## src/common/preload_settings.svh

```systemverilog
`ifndef PRELOAD_SETTINGS_SVH
`define PRELOAD_SETTINGS_SVH

// Width of one instruction or data word
`define PRELOAD_WORD_W 32

// Words per cache line, 16 words make a 64-byte line
`define PRELOAD_LINE_WORDS 16

// Lines held in the L2 store
`define PRELOAD_STORE_LINES 8

// Total word capacity of the store
`define PRELOAD_STORE_WORDS (`PRELOAD_LINE_WORDS * `PRELOAD_STORE_LINES)

// APB address bus width
`define PRELOAD_APB_ADDR_W 8

`endif

```

## src/common/preloadPkg.sv

```systemverilog
`include "preload_settings.svh"

package preloadPkg;

    // One instruction or data word
    typedef logic [`PRELOAD_WORD_W-1:0] tWord;

    // Word index into the whole store
    typedef logic [$clog2(`PRELOAD_STORE_WORDS)-1:0] tWordAddr;

    // Line index, upper bits of a word index
    typedef logic [$clog2(`PRELOAD_STORE_LINES)-1:0] tLineAddr;

    // Word position inside a line, lower bits of a word index
    typedef logic [$clog2(`PRELOAD_LINE_WORDS)-1:0] tWordSel;

    // Full cache line, word 0 in the low bits
    typedef logic [`PRELOAD_LINE_WORDS*`PRELOAD_WORD_W-1:0] tLineData;

    // One bit per word present in a line
    typedef logic [`PRELOAD_LINE_WORDS-1:0] tLineMask;

    // APB slave phases
    typedef enum logic [1:0] {
        Idle,
        Setup,
        Access,
        WaitRead
    } tApbState;

endpackage

```

## src/common/preloadIfs.sv

```systemverilog
`timescale 1ns/1ps

// Masked line write from the packer into the L2 store
interface lineWrIf;
    import preloadPkg::*;

    logic     valid;
    logic     ready;
    tLineAddr lineAddr;
    tLineData data;
    tLineMask mask;

    // Fields held from valid until ready
    modport packer (
        output valid,
        output lineAddr,
        output data,
        output mask,
        input  ready
    );

    modport store (
        input  valid,
        input  lineAddr,
        input  data,
        input  mask,
        output ready
    );
endinterface


```

## src/logic/linePacker.sv

```systemverilog
`timescale 1ns/1ps
`include "preload_settings.svh"

module linePacker (
    input  logic                 clk,
    input  logic                 rstN,
    input  logic                 wordValid,
    output logic                 wordReady,
    input  preloadPkg::tWordAddr wordAddr,
    input  preloadPkg::tWord     wordData,
    input  logic                 flushReq,
    lineWrIf.packer              wr
);
    import preloadPkg::*;

    // Line being assembled
    tLineData bufData;
    tLineMask bufMask;
    tLineAddr bufLine;
    logic     flushPend;

    tLineAddr wordLine;
    tWordSel  wordSel;
    tLineData mergedData;
    tLineMask mergedMask;
    logic     lineChange;
    logic     take;
    logic     flushNow;
    logic     emitBuf;
    logic     emitFull;

    assign wordLine = wordAddr[$bits(tWordAddr)-1 -: $bits(tLineAddr)];
    assign wordSel  = wordAddr[$bits(tWordSel)-1:0];

    // Incoming word belongs to another line than the buffer
    assign lineChange = (bufMask != '0) && (wordLine != bufLine);

    // Out slot must be free before anything lands
    assign wordReady = !wr.valid && !flushPend && !flushReq && !lineChange;
    assign take      = wordValid && wordReady;
    assign flushNow  = (flushReq || flushPend) && !wr.valid;

    // Old line goes out first on a line change or flush
    assign emitBuf  = (flushNow && (bufMask != '0)) || (wordValid && lineChange && !wr.valid);
    assign emitFull = take && (&mergedMask);

    // Word dropped into its slot
    always_comb begin
        mergedData = bufData;
        mergedData[wordSel*`PRELOAD_WORD_W +: `PRELOAD_WORD_W] = wordData;
        mergedMask = bufMask | (tLineMask'(1) << wordSel);
    end

    always_ff @(posedge clk or negedge rstN) begin
        if (!rstN) begin
            bufMask   <= '0;
            flushPend <= 1'b0;
            wr.valid  <= 1'b0;
        end else begin
            if (wr.valid && wr.ready) begin
                wr.valid <= 1'b0;
            end
            if (emitBuf || emitFull) begin
                wr.valid <= 1'b1;
                bufMask  <= '0;
            end else if (take) begin
                bufMask <= mergedMask;
            end
            // Flush waits while a line is in flight
            if (flushNow) begin
                flushPend <= 1'b0;
            end else if (flushReq) begin
                flushPend <= 1'b1;
            end
        end
    end

    always_ff @(posedge clk) begin
        if (emitBuf) begin
            wr.lineAddr <= bufLine;
            wr.data     <= bufData;
            wr.mask     <= bufMask;
        end else if (emitFull) begin
            wr.lineAddr <= wordLine;
            wr.data     <= mergedData;
            wr.mask     <= mergedMask;
        end
        if (take) begin
            bufData <= mergedData;
            bufLine <= wordLine;
        end
    end

    // Line held steady until the store takes it
    lineHeld: assert property (@(posedge clk) disable iff (!rstN)
        wr.valid && !wr.ready |=> wr.valid && $stable(wr.lineAddr)
            && $stable(wr.data) && $stable(wr.mask));

endmodule

```

## src/flat_wrapper.sv

```systemverilog
// flat-port wrapper written by rule: the top's interface ports become plain ports
module linePacker_flat import preloadPkg::*;
  (clk, rstN, wordValid, wordReady, wordAddr, wordData, flushReq, wr_valid, wr_lineAddr, wr_data, wr_mask, wr_ready);
  lineWrIf wr_i ();
  input  logic clk;
  input  logic rstN;
  input  logic wordValid;
  output logic wordReady;
  input  preloadPkg::tWordAddr wordAddr;
  input  preloadPkg::tWord wordData;
  input  logic flushReq;
  output wire logic [$bits(wr_i.valid)-1:0] wr_valid;
  output wire logic [$bits(wr_i.lineAddr)-1:0] wr_lineAddr;
  output wire logic [$bits(wr_i.data)-1:0] wr_data;
  output wire logic [$bits(wr_i.mask)-1:0] wr_mask;
  input wire logic [$bits(wr_i.ready)-1:0] wr_ready;
  assign wr_valid = wr_i.valid;
  assign wr_lineAddr = wr_i.lineAddr;
  assign wr_data = wr_i.data;
  assign wr_mask = wr_i.mask;
  assign wr_i.ready = wr_ready;
  linePacker u_core (.clk(clk), .rstN(rstN), .wordValid(wordValid), .wordReady(wordReady), .wordAddr(wordAddr), .wordData(wordData), .flushReq(flushReq), .wr(wr_i));
endmodule
```

## config.mk

```make
export PLATFORM = sky130hd
export DESIGN_NAME = linePacker_flat
export DESIGN_NICKNAME = d
export VERILOG_FILES = /design/src/common/preloadPkg.sv /design/src/common/preloadIfs.sv /design/src/logic/linePacker.sv /design/src/flat_wrapper.sv
export VERILOG_INCLUDE_DIRS = /design/src /design/src/common
export SDC_FILE = /design/constraint.sdc
export NUM_CORES = 2
export LEC_CHECK = 0
export ABC_AREA = 1
export BUFFER_PORTS_ARGS = -buffer_cell sky130_fd_sc_hd__clkbuf_2
export CORE_MARGIN = 8
export CORE_UTILIZATION = 63
export DETAILED_ROUTE_END_ITERATION = 8
export PLACE_DENSITY = 0.85
export REMOVE_ABC_BUFFERS = 1
export SYNTH_ARGS = -nofsm -noshare
export SYNTH_HDL_FRONTEND = slang
export SYNTH_SLANG_ARGS = --single-unit
```

## constraint.sdc

```tcl
create_clock -name clk -period 34 [get_ports clk]
set_input_delay 3.4 -clock clk [delete_from_list [all_inputs] [get_ports clk]]
set_output_delay 3.4 -clock clk [all_outputs]
set_load 0.02 [all_outputs]
```

==> run_results.csv <==
group,metric,value,unit
timing,tightest_slew,1245,ps
logic_synthesis,synth_cells,5032,
logic_synthesis,ys_types,33,
cts,cts_tree,"built",
placed_design,io_buffer_count,576,
cts,cts_made_buffers,107,
setup_path,critPathLaunch,"wordAddr[0]",
timing,hold_viol,0,
timing,clock_skew,25.68,ps
floorplanning,fp.coreArea,0.07874,mm2
drt,drtIter0Drc,6427,
timing,min_period,8263,ps
cts,clockBufferDepth,3,
timing,fmax,121.0,MHz
setup_path,crit_end,"u_core.wr.data[279]$_DFFE_PP_",
floorplanning,die_height,297.7,um
timing,max_slew_margin,0.1679,
setup_path,cp_slowest_stage_delay,920,ps
placed_design,gp_congestion,0.8557,
setup_path,critical_path_buf_inv_count,7,
logic_synthesis,syn_area_per_cell,9.935,um2
drt,postRouteWirelength,155000,um
drt,via_count,40830,
setup_path,path_depth,16,
logic_synthesis,ys_top_cells_by_count,"nand2_1 (1,593), edfxtp_1 (1,046), nand3_1 (686)",
drt,routedWlPerCell,23.56,um
logic_synthesis,ys_warn_count,0,
cells_and_area,multi_input_area,0.01505,mm2
drt,firstDrtPassIters,7,
logic_synthesis,post-synth-top-count-cell,"nand2_1",
cts,cts.sinks,1064,
logic_synthesis,yosysTopAreaCell,"edfxtp_1",
global_route,antenna_found_initial,7,
floorplanning,die_area,0.08862,mm2
logic_synthesis,synth_flop_cell,"edfxtp_1",
setup_path,path_class,"in2reg",
timing,setup_viol,0,
setup_path,timing.rr.end,"u_core.bufData[255]$_DFFE_PP_",
logic_synthesis,ys_top_cells_by_area,"edfxtp_1 (63%), nand2_1 (12%), nand3_1 (6.9%)",
logic_synthesis,syn-cell-area,0.04999,mm2
setup_path,slowest_stage,"buf_4",
status,status,"completed",
logic_synthesis,synth_edf_count,1046,
cells_and_area,regArea,0.03186,mm2
placed_design,place_hpwl,95440,um
cells_and_area,area_growth,13.47,%
timing,fin_crit_sh,0.2430,
setup_path,critPathLaunchType,"input pin",
setup_path,worstPathArrival,8550,ps
setup_path,r2r-start,"u_core.bufMask[8]$_DFFE_PN0P_",
drt,drtAntennaViolNets,0,
setup_path,cpLargestDelayFamily,"buffers and inverters",
setup_path,cp-end-kind,"flip-flop",
logic_synthesis,synth.yosys.seq_area_share,0.6373,
setup_path,cp_data_required_time,34290,ps
timing,rsz0062_at_grt,"no",
cts,root_buffer,"clkbuf_16",
floorplanning,io_pins,577,
global_route,grt_max_degree,156,
cts,cts.repair.resized,0,
global_route,grt.total_usage,0.3347,
setup_path,cp_cell_sequence,"buf_4 -> clkinv_2 -> buf_4 -> ha_1 -> nand2_1 -> o21bai_1 -> nand2_1 -> inv_1 -> nand2_1 -> nor2_1 -> nand2_1 -> nand2_1 -> nand2_1 -> inv_8 -> buf_4 -> buf_4",
global_route,grt_pass1_wl,231800,um
timing,finalMaxSlewViolations,0,
setup_path,crit_fanout,121,
floorplanning,die_x,297.7,um
setup_path,rr_worst_depth,11,
floorplanning,start_util,0.6349,
drt,drc,0,
cells_and_area,fin_nets,5488,
timing,fin_setup_tns,0,ps
logic_synthesis,yosys_register_bits,1064,
cells_and_area,post_route_cells_drive_above_1_share,0.1490,
cells_and_area,final_util,0.7204,
flow_run,cap_violations,0,
global_route,overflow,0,
min_path,worstHoldStart,"u_core.bufMask[9]$_DFFE_PN0P_",
min_path,min_path_type,"reg2reg",
cts,htreeDepth,3,
logic_synthesis,synthDominantCellAreaShare,0.6283,
floorplanning,core.rowCount,103,
drt,vias_per_cell,6.204,
cts,clkTransAtPathRegs,60,ps
global_route,grt_pass1_vias,39100,
logic_synthesis,async_reset_ff_frac,0.01692,
setup_path,rrSetupSlack,28120,ps
cells_and_area,fillers,5229,
cts,clk_latency,680,ps
cts,post-cts-setup-buffers,0,
cts,ctsHoldBuffers,0,
setup_path,crit_top_cell,"nand2_1",
cell families after synthesis:
kind of cell	Yosys count	share of synthesized area
buf+inv	767	0.06410
flops	1064	0.6373
fa+ha+maj	7	0.001752
simple gates	2908	0.2668
xor+xnor	1	0.0001752
compound gates	285	0.02986
cells in the final DEF, fill, tap and decap left out, types with 13 or more instances in the layout:
master     count
nand3_1      682
o21ai_0      204
clkbuf_1      14
edfxtp_1    1046
and2_1       384
nand2_1     1584
buf_4         40
nand2_2       13
clkinv_1      23
clkbuf_2     575
clkinv_2      22
clkbuf_16    110
nor2_1        16
inv_1        439
dfrtp_1       18
o21ai_1       57
nand4_1      209
worst min-delay path: stages, from the launching register on:
cell	delay [ps]
dfrtp_1	360
nand2_1	60
nand2_1	60
flip-flops by register name, indices dropped and copies added (netlist names):
name and cells:
u_core.bufData 512, u_core.wr.data 512, u_core.bufMask 16, u_core.wr.mask 16, u_core.bufLine 3, u_core.wr.lineAddr 3
u_core.flushPend 1, u_core.wr.valid 1
routing by layer:
metal / GRT usage / up-vias / share of wire
met4: 0.2018 / 12 / 0.064
met1: 0.4227 / 19180 / 0.34
met2: 0.5206 / 3253 / 0.46
met3: 0.08593 / 568 / 0.13
met5: 0 / - / 0.00075
li1: - / 17820 / -
metrics by stage:
step                      hold WS [ps]  area, um2  setup slack (ps)  std cells
final                            507.0      56730             25740       6581
after global routing             533.5      56720             25460       6579
after CTS                        508.5      56720             25890       6579
after detailed placement         492.8      53120             25200       6378
after global placement           493.5      53120             25230       6378
after floorplan                  471.7      48460              7587       4712
cell type report:
| cell class | instances | area share |
|---|---|---|
| Sequential cell | 1064 | 0.5617 |
| Multi-Input combinational cell | 3201 | 0.2652 |
| Timing Repair Buffer | 616 | 0.05638 |
| Clock buffer | 132 | 0.05139 |
| Inverter | 447 | 0.03000 |
| Tap cell | 1050 | 0.02316 |
| Clock inverter | 69 | 0.01209 |
| Antenna cell | 2 | 0.00008823 |
worst min-delay path by stage:
stage          cells after the start                              to  slack, ps
6_report                           2   u_core.bufMask[9]$_DFFE_PN0P_        510
5_1_grt                            2   u_core.bufMask[3]$_DFFE_PN0P_        530
4_1_cts                            2   u_core.bufMask[9]$_DFFE_PN0P_        510
3_5_place_dp                       2   u_core.bufMask[9]$_DFFE_PN0P_        490
3_3_place_gp                       2   u_core.bufMask[9]$_DFFE_PN0P_        490
2_1_floorplan                      2  u_core.bufMask[11]$_DFFE_PN0P_        470
Power is not shown: default switching activity piles up to over one toggle a cycle in this logic, so the estimate is an artifact.
