<file path="src/common/preload_settings.svh">
`ifndef PRELOAD_SETTINGS_SVH
`define PRELOAD_SETTINGS_SVH

// Width of one instruction or data word
`define PRELOAD_WORD_W 32

// Words per cache line, 16 words make a 64-byte line
`define PRELOAD_LINE_WORDS 16

// Lines held in the L2 store
`define PRELOAD_STORE_LINES 8

// Total word capacity of the store
`define PRELOAD_STORE_WORDS (`PRELOAD_LINE_WORDS * `PRELOAD_STORE_LINES)

// APB address bus width
`define PRELOAD_APB_ADDR_W 8

`endif

</file>
<file path="src/common/preloadPkg.sv">
`include "preload_settings.svh"

package preloadPkg;

    // One instruction or data word
    typedef logic [`PRELOAD_WORD_W-1:0] tWord;

    // Word index into the whole store
    typedef logic [$clog2(`PRELOAD_STORE_WORDS)-1:0] tWordAddr;

    // Line index, upper bits of a word index
    typedef logic [$clog2(`PRELOAD_STORE_LINES)-1:0] tLineAddr;

    // Word position inside a line, lower bits of a word index
    typedef logic [$clog2(`PRELOAD_LINE_WORDS)-1:0] tWordSel;

    // Full cache line, word 0 in the low bits
    typedef logic [`PRELOAD_LINE_WORDS*`PRELOAD_WORD_W-1:0] tLineData;

    // One bit per word present in a line
    typedef logic [`PRELOAD_LINE_WORDS-1:0] tLineMask;

    // APB slave phases
    typedef enum logic [1:0] {
        Idle,
        Setup,
        Access,
        WaitRead
    } tApbState;

endpackage

</file>
<file path="src/common/preloadIfs.sv">


// Single word readback from the store
interface wordRdIf;
    import preloadPkg::*;

    logic     req;
    logic     ack;
    tWordAddr addr;
    tWord     data;

    // Req and addr held until the one-cycle ack
    modport requester (
        output req,
        output addr,
        input  ack,
        input  data
    );

    modport store (
        input  req,
        input  addr,
        output ack,
        output data
    );
endinterface

</file>
<file path="src/logic/preloadApbSlave.sv">
`timescale 1ns/1ps
`include "preload_settings.svh"

module preloadApbSlave (
    input  logic                           clk,
    input  logic                           rstN,
    input  logic                           psel,
    input  logic                           penable,
    input  logic                           pwrite,
    input  logic [`PRELOAD_APB_ADDR_W-1:0] paddr,
    input  preloadPkg::tWord               pwdata,
    output preloadPkg::tWord               prdata,
    output logic                           pready,
    output logic                           pslverr,
    output logic                           wordValid,
    input  logic                           wordReady,
    output preloadPkg::tWordAddr           wordAddr,
    output preloadPkg::tWord               wordData,
    output logic                           flushReq,
    wordRdIf.requester                     rd,
    input  logic                           commit
);
    import preloadPkg::*;

    // Register map
    localparam logic [`PRELOAD_APB_ADDR_W-1:0] offAddr  = 'h00;
    localparam logic [`PRELOAD_APB_ADDR_W-1:0] offData  = 'h04;
    localparam logic [`PRELOAD_APB_ADDR_W-1:0] offFlush = 'h08;
    localparam logic [`PRELOAD_APB_ADDR_W-1:0] offLines = 'h0C;
    localparam logic [`PRELOAD_APB_ADDR_W-1:0] offRdata = 'h10;

    tApbState state;
    tApbState nextState;

    // Extra top bit lets the pointer run past the store
    logic [$bits(tWordAddr):0] wordPtr;
    tWord lineCount;

    logic inAccess;
    logic dataWr;
    logic rdataRd;
    logic ptrOutside;

    // Setup means the setup phase was seen, so this is the first access cycle
    assign inAccess   = (state == Setup) || (state == Access);
    assign ptrOutside = wordPtr >= `PRELOAD_STORE_WORDS;
    assign dataWr     = inAccess && pwrite && (paddr == offData);
    assign rdataRd    = (state == Setup) && !pwrite && (paddr == offRdata);

    // Word toward the packer
    assign wordValid = dataWr && !ptrOutside;
    assign wordAddr  = tWordAddr'(wordPtr);
    assign wordData  = pwdata;

    // Single cycle, FLUSH always completes at once
    assign flushReq = (state == Setup) && pwrite && (paddr == offFlush);

    // Refused write ends immediately with an error
    assign pslverr = dataWr && ptrOutside;

    always_comb begin
        pready = 1'b0;
        case (state)
            Setup, Access: begin
                if (pwrite && (paddr == offData)) begin
                    pready = ptrOutside || wordReady;
                end else if (!pwrite && (paddr == offRdata)) begin
                    pready = 1'b0;
                end else begin
                    pready = 1'b1;
                end
            end
            WaitRead: pready = rd.ack;
            default:  pready = 1'b0;
        endcase
    end

    always_comb begin
        nextState = state;
        case (state)
            Idle: begin
                if (psel && !penable) begin
                    nextState = Setup;
                end
            end
            Setup, Access: begin
                if (pready) begin
                    nextState = Idle;
                end else if (rdataRd) begin
                    nextState = WaitRead;
                end else begin
                    // Only a DATA write stalls here
                    nextState = Access;
                end
            end
            WaitRead: begin
                if (rd.ack) begin
                    nextState = Idle;
                end
            end
            default: nextState = Idle;
        endcase
    end

    // Read mux
    always_comb begin
        prdata = '0;
        if (state == WaitRead) begin
            prdata = rd.data;
        end else if (!pwrite && (paddr == offAddr)) begin
            prdata = tWord'(wordPtr);
        end else if (!pwrite && (paddr == offLines)) begin
            prdata = lineCount;
        end
    end

    always_ff @(posedge clk or negedge rstN) begin
        if (!rstN) begin
            state     <= Idle;
            wordPtr   <= '0;
            lineCount <= '0;
            rd.req    <= 1'b0;
        end else begin
            state <= nextState;
            if (commit) begin
                lineCount <= lineCount + 1'b1;
            end
            if (inAccess && pwrite && pready) begin
                if (paddr == offAddr) begin
                    wordPtr <= pwdata[$bits(wordPtr)-1:0];
                end else if (paddr == offData) begin
                    // Advances on refused writes too
                    wordPtr <= wordPtr + 1'b1;
                end
            end
            if (rdataRd) begin
                rd.req <= 1'b1;
            end else if (rd.ack) begin
                rd.req <= 1'b0;
            end
        end
    end

    // Readback address captured with req
    always_ff @(posedge clk) begin
        if (rdataRd) begin
            rd.addr <= tWordAddr'(wordPtr);
        end
    end

    // Master keeps the transfer steady while we stall
    apbHeld: assert property (@(posedge clk) disable iff (!rstN)
        (state != Idle) && !pready |=> psel && $stable(paddr) && $stable(pwrite));

endmodule

</file>
<file path="src/flat_wrapper.sv">
// flat-port wrapper written by rule: the top's interface ports become plain ports
module preloadApbSlave_flat import preloadPkg::*;
  (clk, rstN, psel, penable, pwrite, paddr, pwdata, prdata, pready, pslverr, wordValid, wordReady, wordAddr, wordData, flushReq, commit, rd_req, rd_addr, rd_ack, rd_data);
  wordRdIf rd_i ();
  input  logic clk;
  input  logic rstN;
  input  logic psel;
  input  logic penable;
  input  logic pwrite;
  input  logic [`PRELOAD_APB_ADDR_W-1:0] paddr;
  input  preloadPkg::tWord pwdata;
  output preloadPkg::tWord prdata;
  output logic pready;
  output logic pslverr;
  output logic wordValid;
  input  logic wordReady;
  output preloadPkg::tWordAddr wordAddr;
  output preloadPkg::tWord wordData;
  output logic flushReq;
  input  logic commit;
  output wire logic [$bits(rd_i.req)-1:0] rd_req;
  output wire logic [$bits(rd_i.addr)-1:0] rd_addr;
  input wire logic [$bits(rd_i.ack)-1:0] rd_ack;
  input wire logic [$bits(rd_i.data)-1:0] rd_data;
  assign rd_req = rd_i.req;
  assign rd_addr = rd_i.addr;
  assign rd_i.ack = rd_ack;
  assign rd_i.data = rd_data;
  preloadApbSlave u_core (.clk(clk), .rstN(rstN), .psel(psel), .penable(penable), .pwrite(pwrite), .paddr(paddr), .pwdata(pwdata), .prdata(prdata), .pready(pready), .pslverr(pslverr), .wordValid(wordValid), .wordReady(wordReady), .wordAddr(wordAddr), .wordData(wordData), .flushReq(flushReq), .rd(rd_i), .commit(commit));
endmodule
</file>
<file path="config.mk">
export PLATFORM = sky130hd
export DESIGN_NAME = preloadApbSlave_flat
export DESIGN_NICKNAME = d
export VERILOG_FILES = /design/src/common/preloadPkg.sv /design/src/common/preloadIfs.sv /design/src/logic/preloadApbSlave.sv /design/src/flat_wrapper.sv
export VERILOG_INCLUDE_DIRS = /design/src /design/src/common
export SDC_FILE = /design/constraint.sdc
export NUM_CORES = 1
export LEC_CHECK = 0
export ABC_CLOCK_PERIOD_IN_PS = 3250
export BUFFER_PORTS_ARGS = -buffer_cell sky130_fd_sc_hd__buf_2
export CORE_MARGIN = 2
export CORE_UTILIZATION = 35
export CTS_CLUSTER_SIZE = 8
export DETAILED_ROUTE_END_ITERATION = 16
export GPL_TIMING_DRIVEN = 0
export PLACE_DENSITY = 0.62
export SETUP_SLACK_MARGIN = 0.4
export SLEW_MARGIN = 20
export SYNTH_ARGS = -nofsm -noshare
export SYNTH_HDL_FRONTEND = slang
export SYNTH_SLANG_ARGS = --single-unit
</file>
<file path="constraint.sdc">
create_clock -name clk -period 3.25 [get_ports clk]
set_input_delay 0 -clock clk [delete_from_list [all_inputs] [get_ports clk]]
set_output_delay 0 -clock clk [all_outputs]
set_load 0.005 [all_outputs]
</file>
==> results.py <==
metrics = {
    "job": {
        "max_cap_viol_count": 0,
    },
    "setup_path": {
        "cp_common_cell": "clkbuf_1",
        "worstSetupStartpoint": "u_core.state[0]",
        "required_ps": 3250,
        "arrival_ps": 2350,
        "critical_path.slowest_cell": "clkbuf_1",
        "critPathLaunchType": "flop",
        "cp_slowest_stage_delay_ps": 480,
        "cp_cell_sequence": "ha_1, clkbuf_1, clkbuf_1, a221oi_1, a21oi_1, buf_2",
        "crit_fanout": 10,
        "path_class": "flop to output pin",
        "cp-end-kind": "output pin",
        "r2r_cells": 5,
        "worstReg2RegStart": "u_core.state[0]",
        "r2r_slack_ps": 1370,
        "rr_endpoint": "u_core.wordPtr[0]",
    },
    "detailed_routing": {
        "drtIter0Drc": 109,
        "drc_errors": 0,
        "viasPerCell": 4.92,
        "vias": 3273,
        "drtPass1Iterations": 4,
        "wire_per_inst_um": 13.5,
        "drt_wl_total_um": 9000,
        "antenna_left": 0,
    },
    "power_and_ir_drop": {
        "switching_power_mw": 0.448,
        "swShare_pct": 29.2,
        "vdd_drop_max_mv": 0.159,
        "p_int_mw": 1.08,
        "p_comb_share_pct": 22.6,
        "p_leak_nw": 2.19,
        "seq_power_share_pct": 49.0,
        "p_total_mw": 1.53,
        "power_density_mw_per_mm2": 350,
        "pwr-share-clk_pct": 28.5,
    },
    "floorplanning": {
        "chipWidth_um": 103,
        "start_util_pct": 36.4,
        "row_count": 35,
        "core_mm2": 0.00933,
        "num_io_pins": 163,
        "die_height_um": 103,
        "die_area_mm2": 0.0105,
    },
    "logic_synthesis": {
        "ys_top_cells_by_count": "nand2_1 (63), dfrtp_1 (43), buf_4 (39)",
        "synth.avg_cell_area_um2": 8.71,
        "ys.flop_type": "dfrtp_1",
        "ys_types": 51,
        "syn_nets": 476,
        "yosys_warnings": 0,
        "synth-seq-cells": 50,
        "seq_area_frac_synth_pct": 37.8,
        "synth_top_area_share_pct": 31.7,
        "synth_edf_count": 7,
        "synth_async_sr_flop_share_pct": 86.0,
        "yosysTopAreaCell": "dfrtp_1",
        "yosysMostFrequentCell": "nand2_1",
        "syn_area_mm2": 0.00340,
        "syn_inst": 390,
        "synthTopCellsByArea": "dfrtp_1 (32%), buf_4 (8.6%), nand2_1 (7.0%), edfxtp_1 (6.2%), xnor2_1 (5.4%)",
    },
    "timing": {
        "setup_violations": 0,
        "fmax_mhz": 426,
        "clock_skew_ps": 11.8,
        "period_needed_ps": 2350,
        "timing_hold_violations_final": 0,
        "rsz0062_at_grt": "no",
        "hold-worst-slack_ps": 12.6,
        "fin_crit_sh_pct": 72.3,
        "slew_headroom_pct": 38.1,
        "finalSetupTns_ps": 0,
        "worstMarginPinSlew_ps": 921,
        "final_max_slew_viol_count": 0,
    },
    "hold_path": {
        "hold_start": "pwdata[1]",
        "min_to": "u_core.wordPtr[1]",
        "hp-class": "input port to flop",
        "hold_depth": 3,
    },
    "outcome": {
        "status": "complete, no violations",
    },
    "clock_tree": {
        "clk_pin_slew_worst_paths_ps": 100,
        "cts_tree": "yes",
        "root_buffer": "clkbuf_8",
        "insertion_delay_ps": 300,
        "cts_resized": 0,
        "htreeDepth": 2,
        "max-clock-path-buffers": 2,
        "numCtsBuffers": 5,
        "cts.sinks": 50,
    },
    "cells_and_area": {
        "utilization_pct": 46.9,
        "area_growth_syn_to_layout_pct": 28.7,
        "finalNetCount": 621,
        "antenna_cells": 0,
        "drive_gt1_share_pct": 37.1,
        "final_area_mm2": 0.00437,
    },
    "global_route": {
        "use_met2_pct": 30.0,
        "track_usage_pct": 16.8,
        "grt_busiest_layer": "met2",
        "gr-total-overflow": 0,
        "antenna_found_initial": 0,
        "grt_first_pass_wirelength_um": 14000,
        "grtUsageMet3_pct": 3.12,
        "grt_max_degree": 44,
        "grt_use_met1_pct": 21.2,
        "grt_pass1_vias": 2946,
    },
    "place": {
        "dpl_cell_area_mm2": 0.00424,
        "io_buffers": 136,
        "place_congestion": 0.856,
        "dp_hpwl_um": 7020,
    },
}
metrics by stage:
step,worst slack [ps],cells
6_report,902,665
3_5_place_dp,1170,655
3_3_place_gp,1200,655
2_1_floorplan,1630,390
4_1_cts,838,665
5_1_grt,644,665
worst max path at each step:
| stage | to | slack, ps | depth (start not counted) |
|---|---|---|---|
| floorplan | u_core.wordPtr[0] | 1630 | 5 |
| global placement | prdata[6] | 1200 | 6 |
| detailed placement | prdata[6] | 1170 | 6 |
| CTS | prdata[6] | 840 | 6 |
| global route | prdata[7] | 640 | 6 |
| finish | prdata[7] | 900 | 6 |
sequential cells by signal (all words and copies together), names as in the netlist:
name	cells
u_core.lineCount	32
u_core.rd.addr	7
u_core.rd.req	1
u_core.state	2
u_core.wordPtr	8
power groups by stage:
stage          clock [mW]  combinational, mW  sequential (mW)
2_1_floorplan           0              0.223            0.745
3_3_place_gp            0              0.335            0.760
3_5_place_dp            0              0.345            0.763
4_1_cts             0.448              0.349            0.750
5_1_grt             0.476              0.392            0.760
6_report            0.436              0.346            0.750
worst max-delay path, delay by kind of cell (launching register included):
| family | cells | cell delay [ps] |
|---|---|---|
| adders and majority gates | 1 | 330 |
| DFF | 1 | 410 |
| buffers and inverters | 3 | 1070 |
| AOI/OAI and AO/OA | 2 | 240 |
layout by cell type, fill, tap and decap left out, types with 2 or more instances in the layout:
cell type	n
xor2_1	10
dlygate4sd3_1	2
a211oi_1	2
xnor2_1	21
o211ai_1	2
and4_1	6
and2_1	5
nand4_1	12
edfxtp_1	7
clkbuf_1	10
or3_1	2
nor2_1	13
a22o_1	2
mux2i_1	5
a31oi_1	3
nand3_1	17
o21ai_1	4
clkbuf_8	5
nor4_1	3
and3_1	6
a21oi_1	15
nor3_1	9
dfrtp_1	43
a221oi_1	8
nor4b_1	2
nand2_1	63
or4_1	2
a2bb2oi_1	4
inv_1	19
buf_2	141
nor4_2	2
o21ai_0	24
buf_4	40
ha_1	6
per-layer routing:
metal	part of all wire (%)	vias up
met5	0	-
met4	0.87	0
met3	7.7	8
met2	47	153
met1	44	1493
li1	-	1619
what timing repair did:
| item | CTS | global route |
|---|---|---|
| endpoints found under the hold margin | 44 | 0 |
| setup buffers | 0 | 0 |
| hold buffers | 2 | 0 |
area by class of cell:
cell class,count,area (um^2)
buffer,55,368
clock buffer,6,72.6
clock inverter,2,37.5
fill,922,4950
inverter,19,71.3
multi-input combinational,266,1670
sequential,50,1290
tap,129,161
timing repair buffer,138,703
cells by family (layout without fill, tap and decap cells):
family	after synthesis	after routing	share of synthesized area [%]
buffers and inverters	74	220	12.9
XOR/XNOR	31	31	7.99
adder cells (fa/ha/maj)	6	6	2.21
AND/OR/NAND/NOR	149	149	23.1
AO/OA/AOI/OAI	74	74	14.1
flip-flops	50	50	37.8
multiplexers	6	6	1.80
No activity file was read; power rests on OpenSTA's default activity.
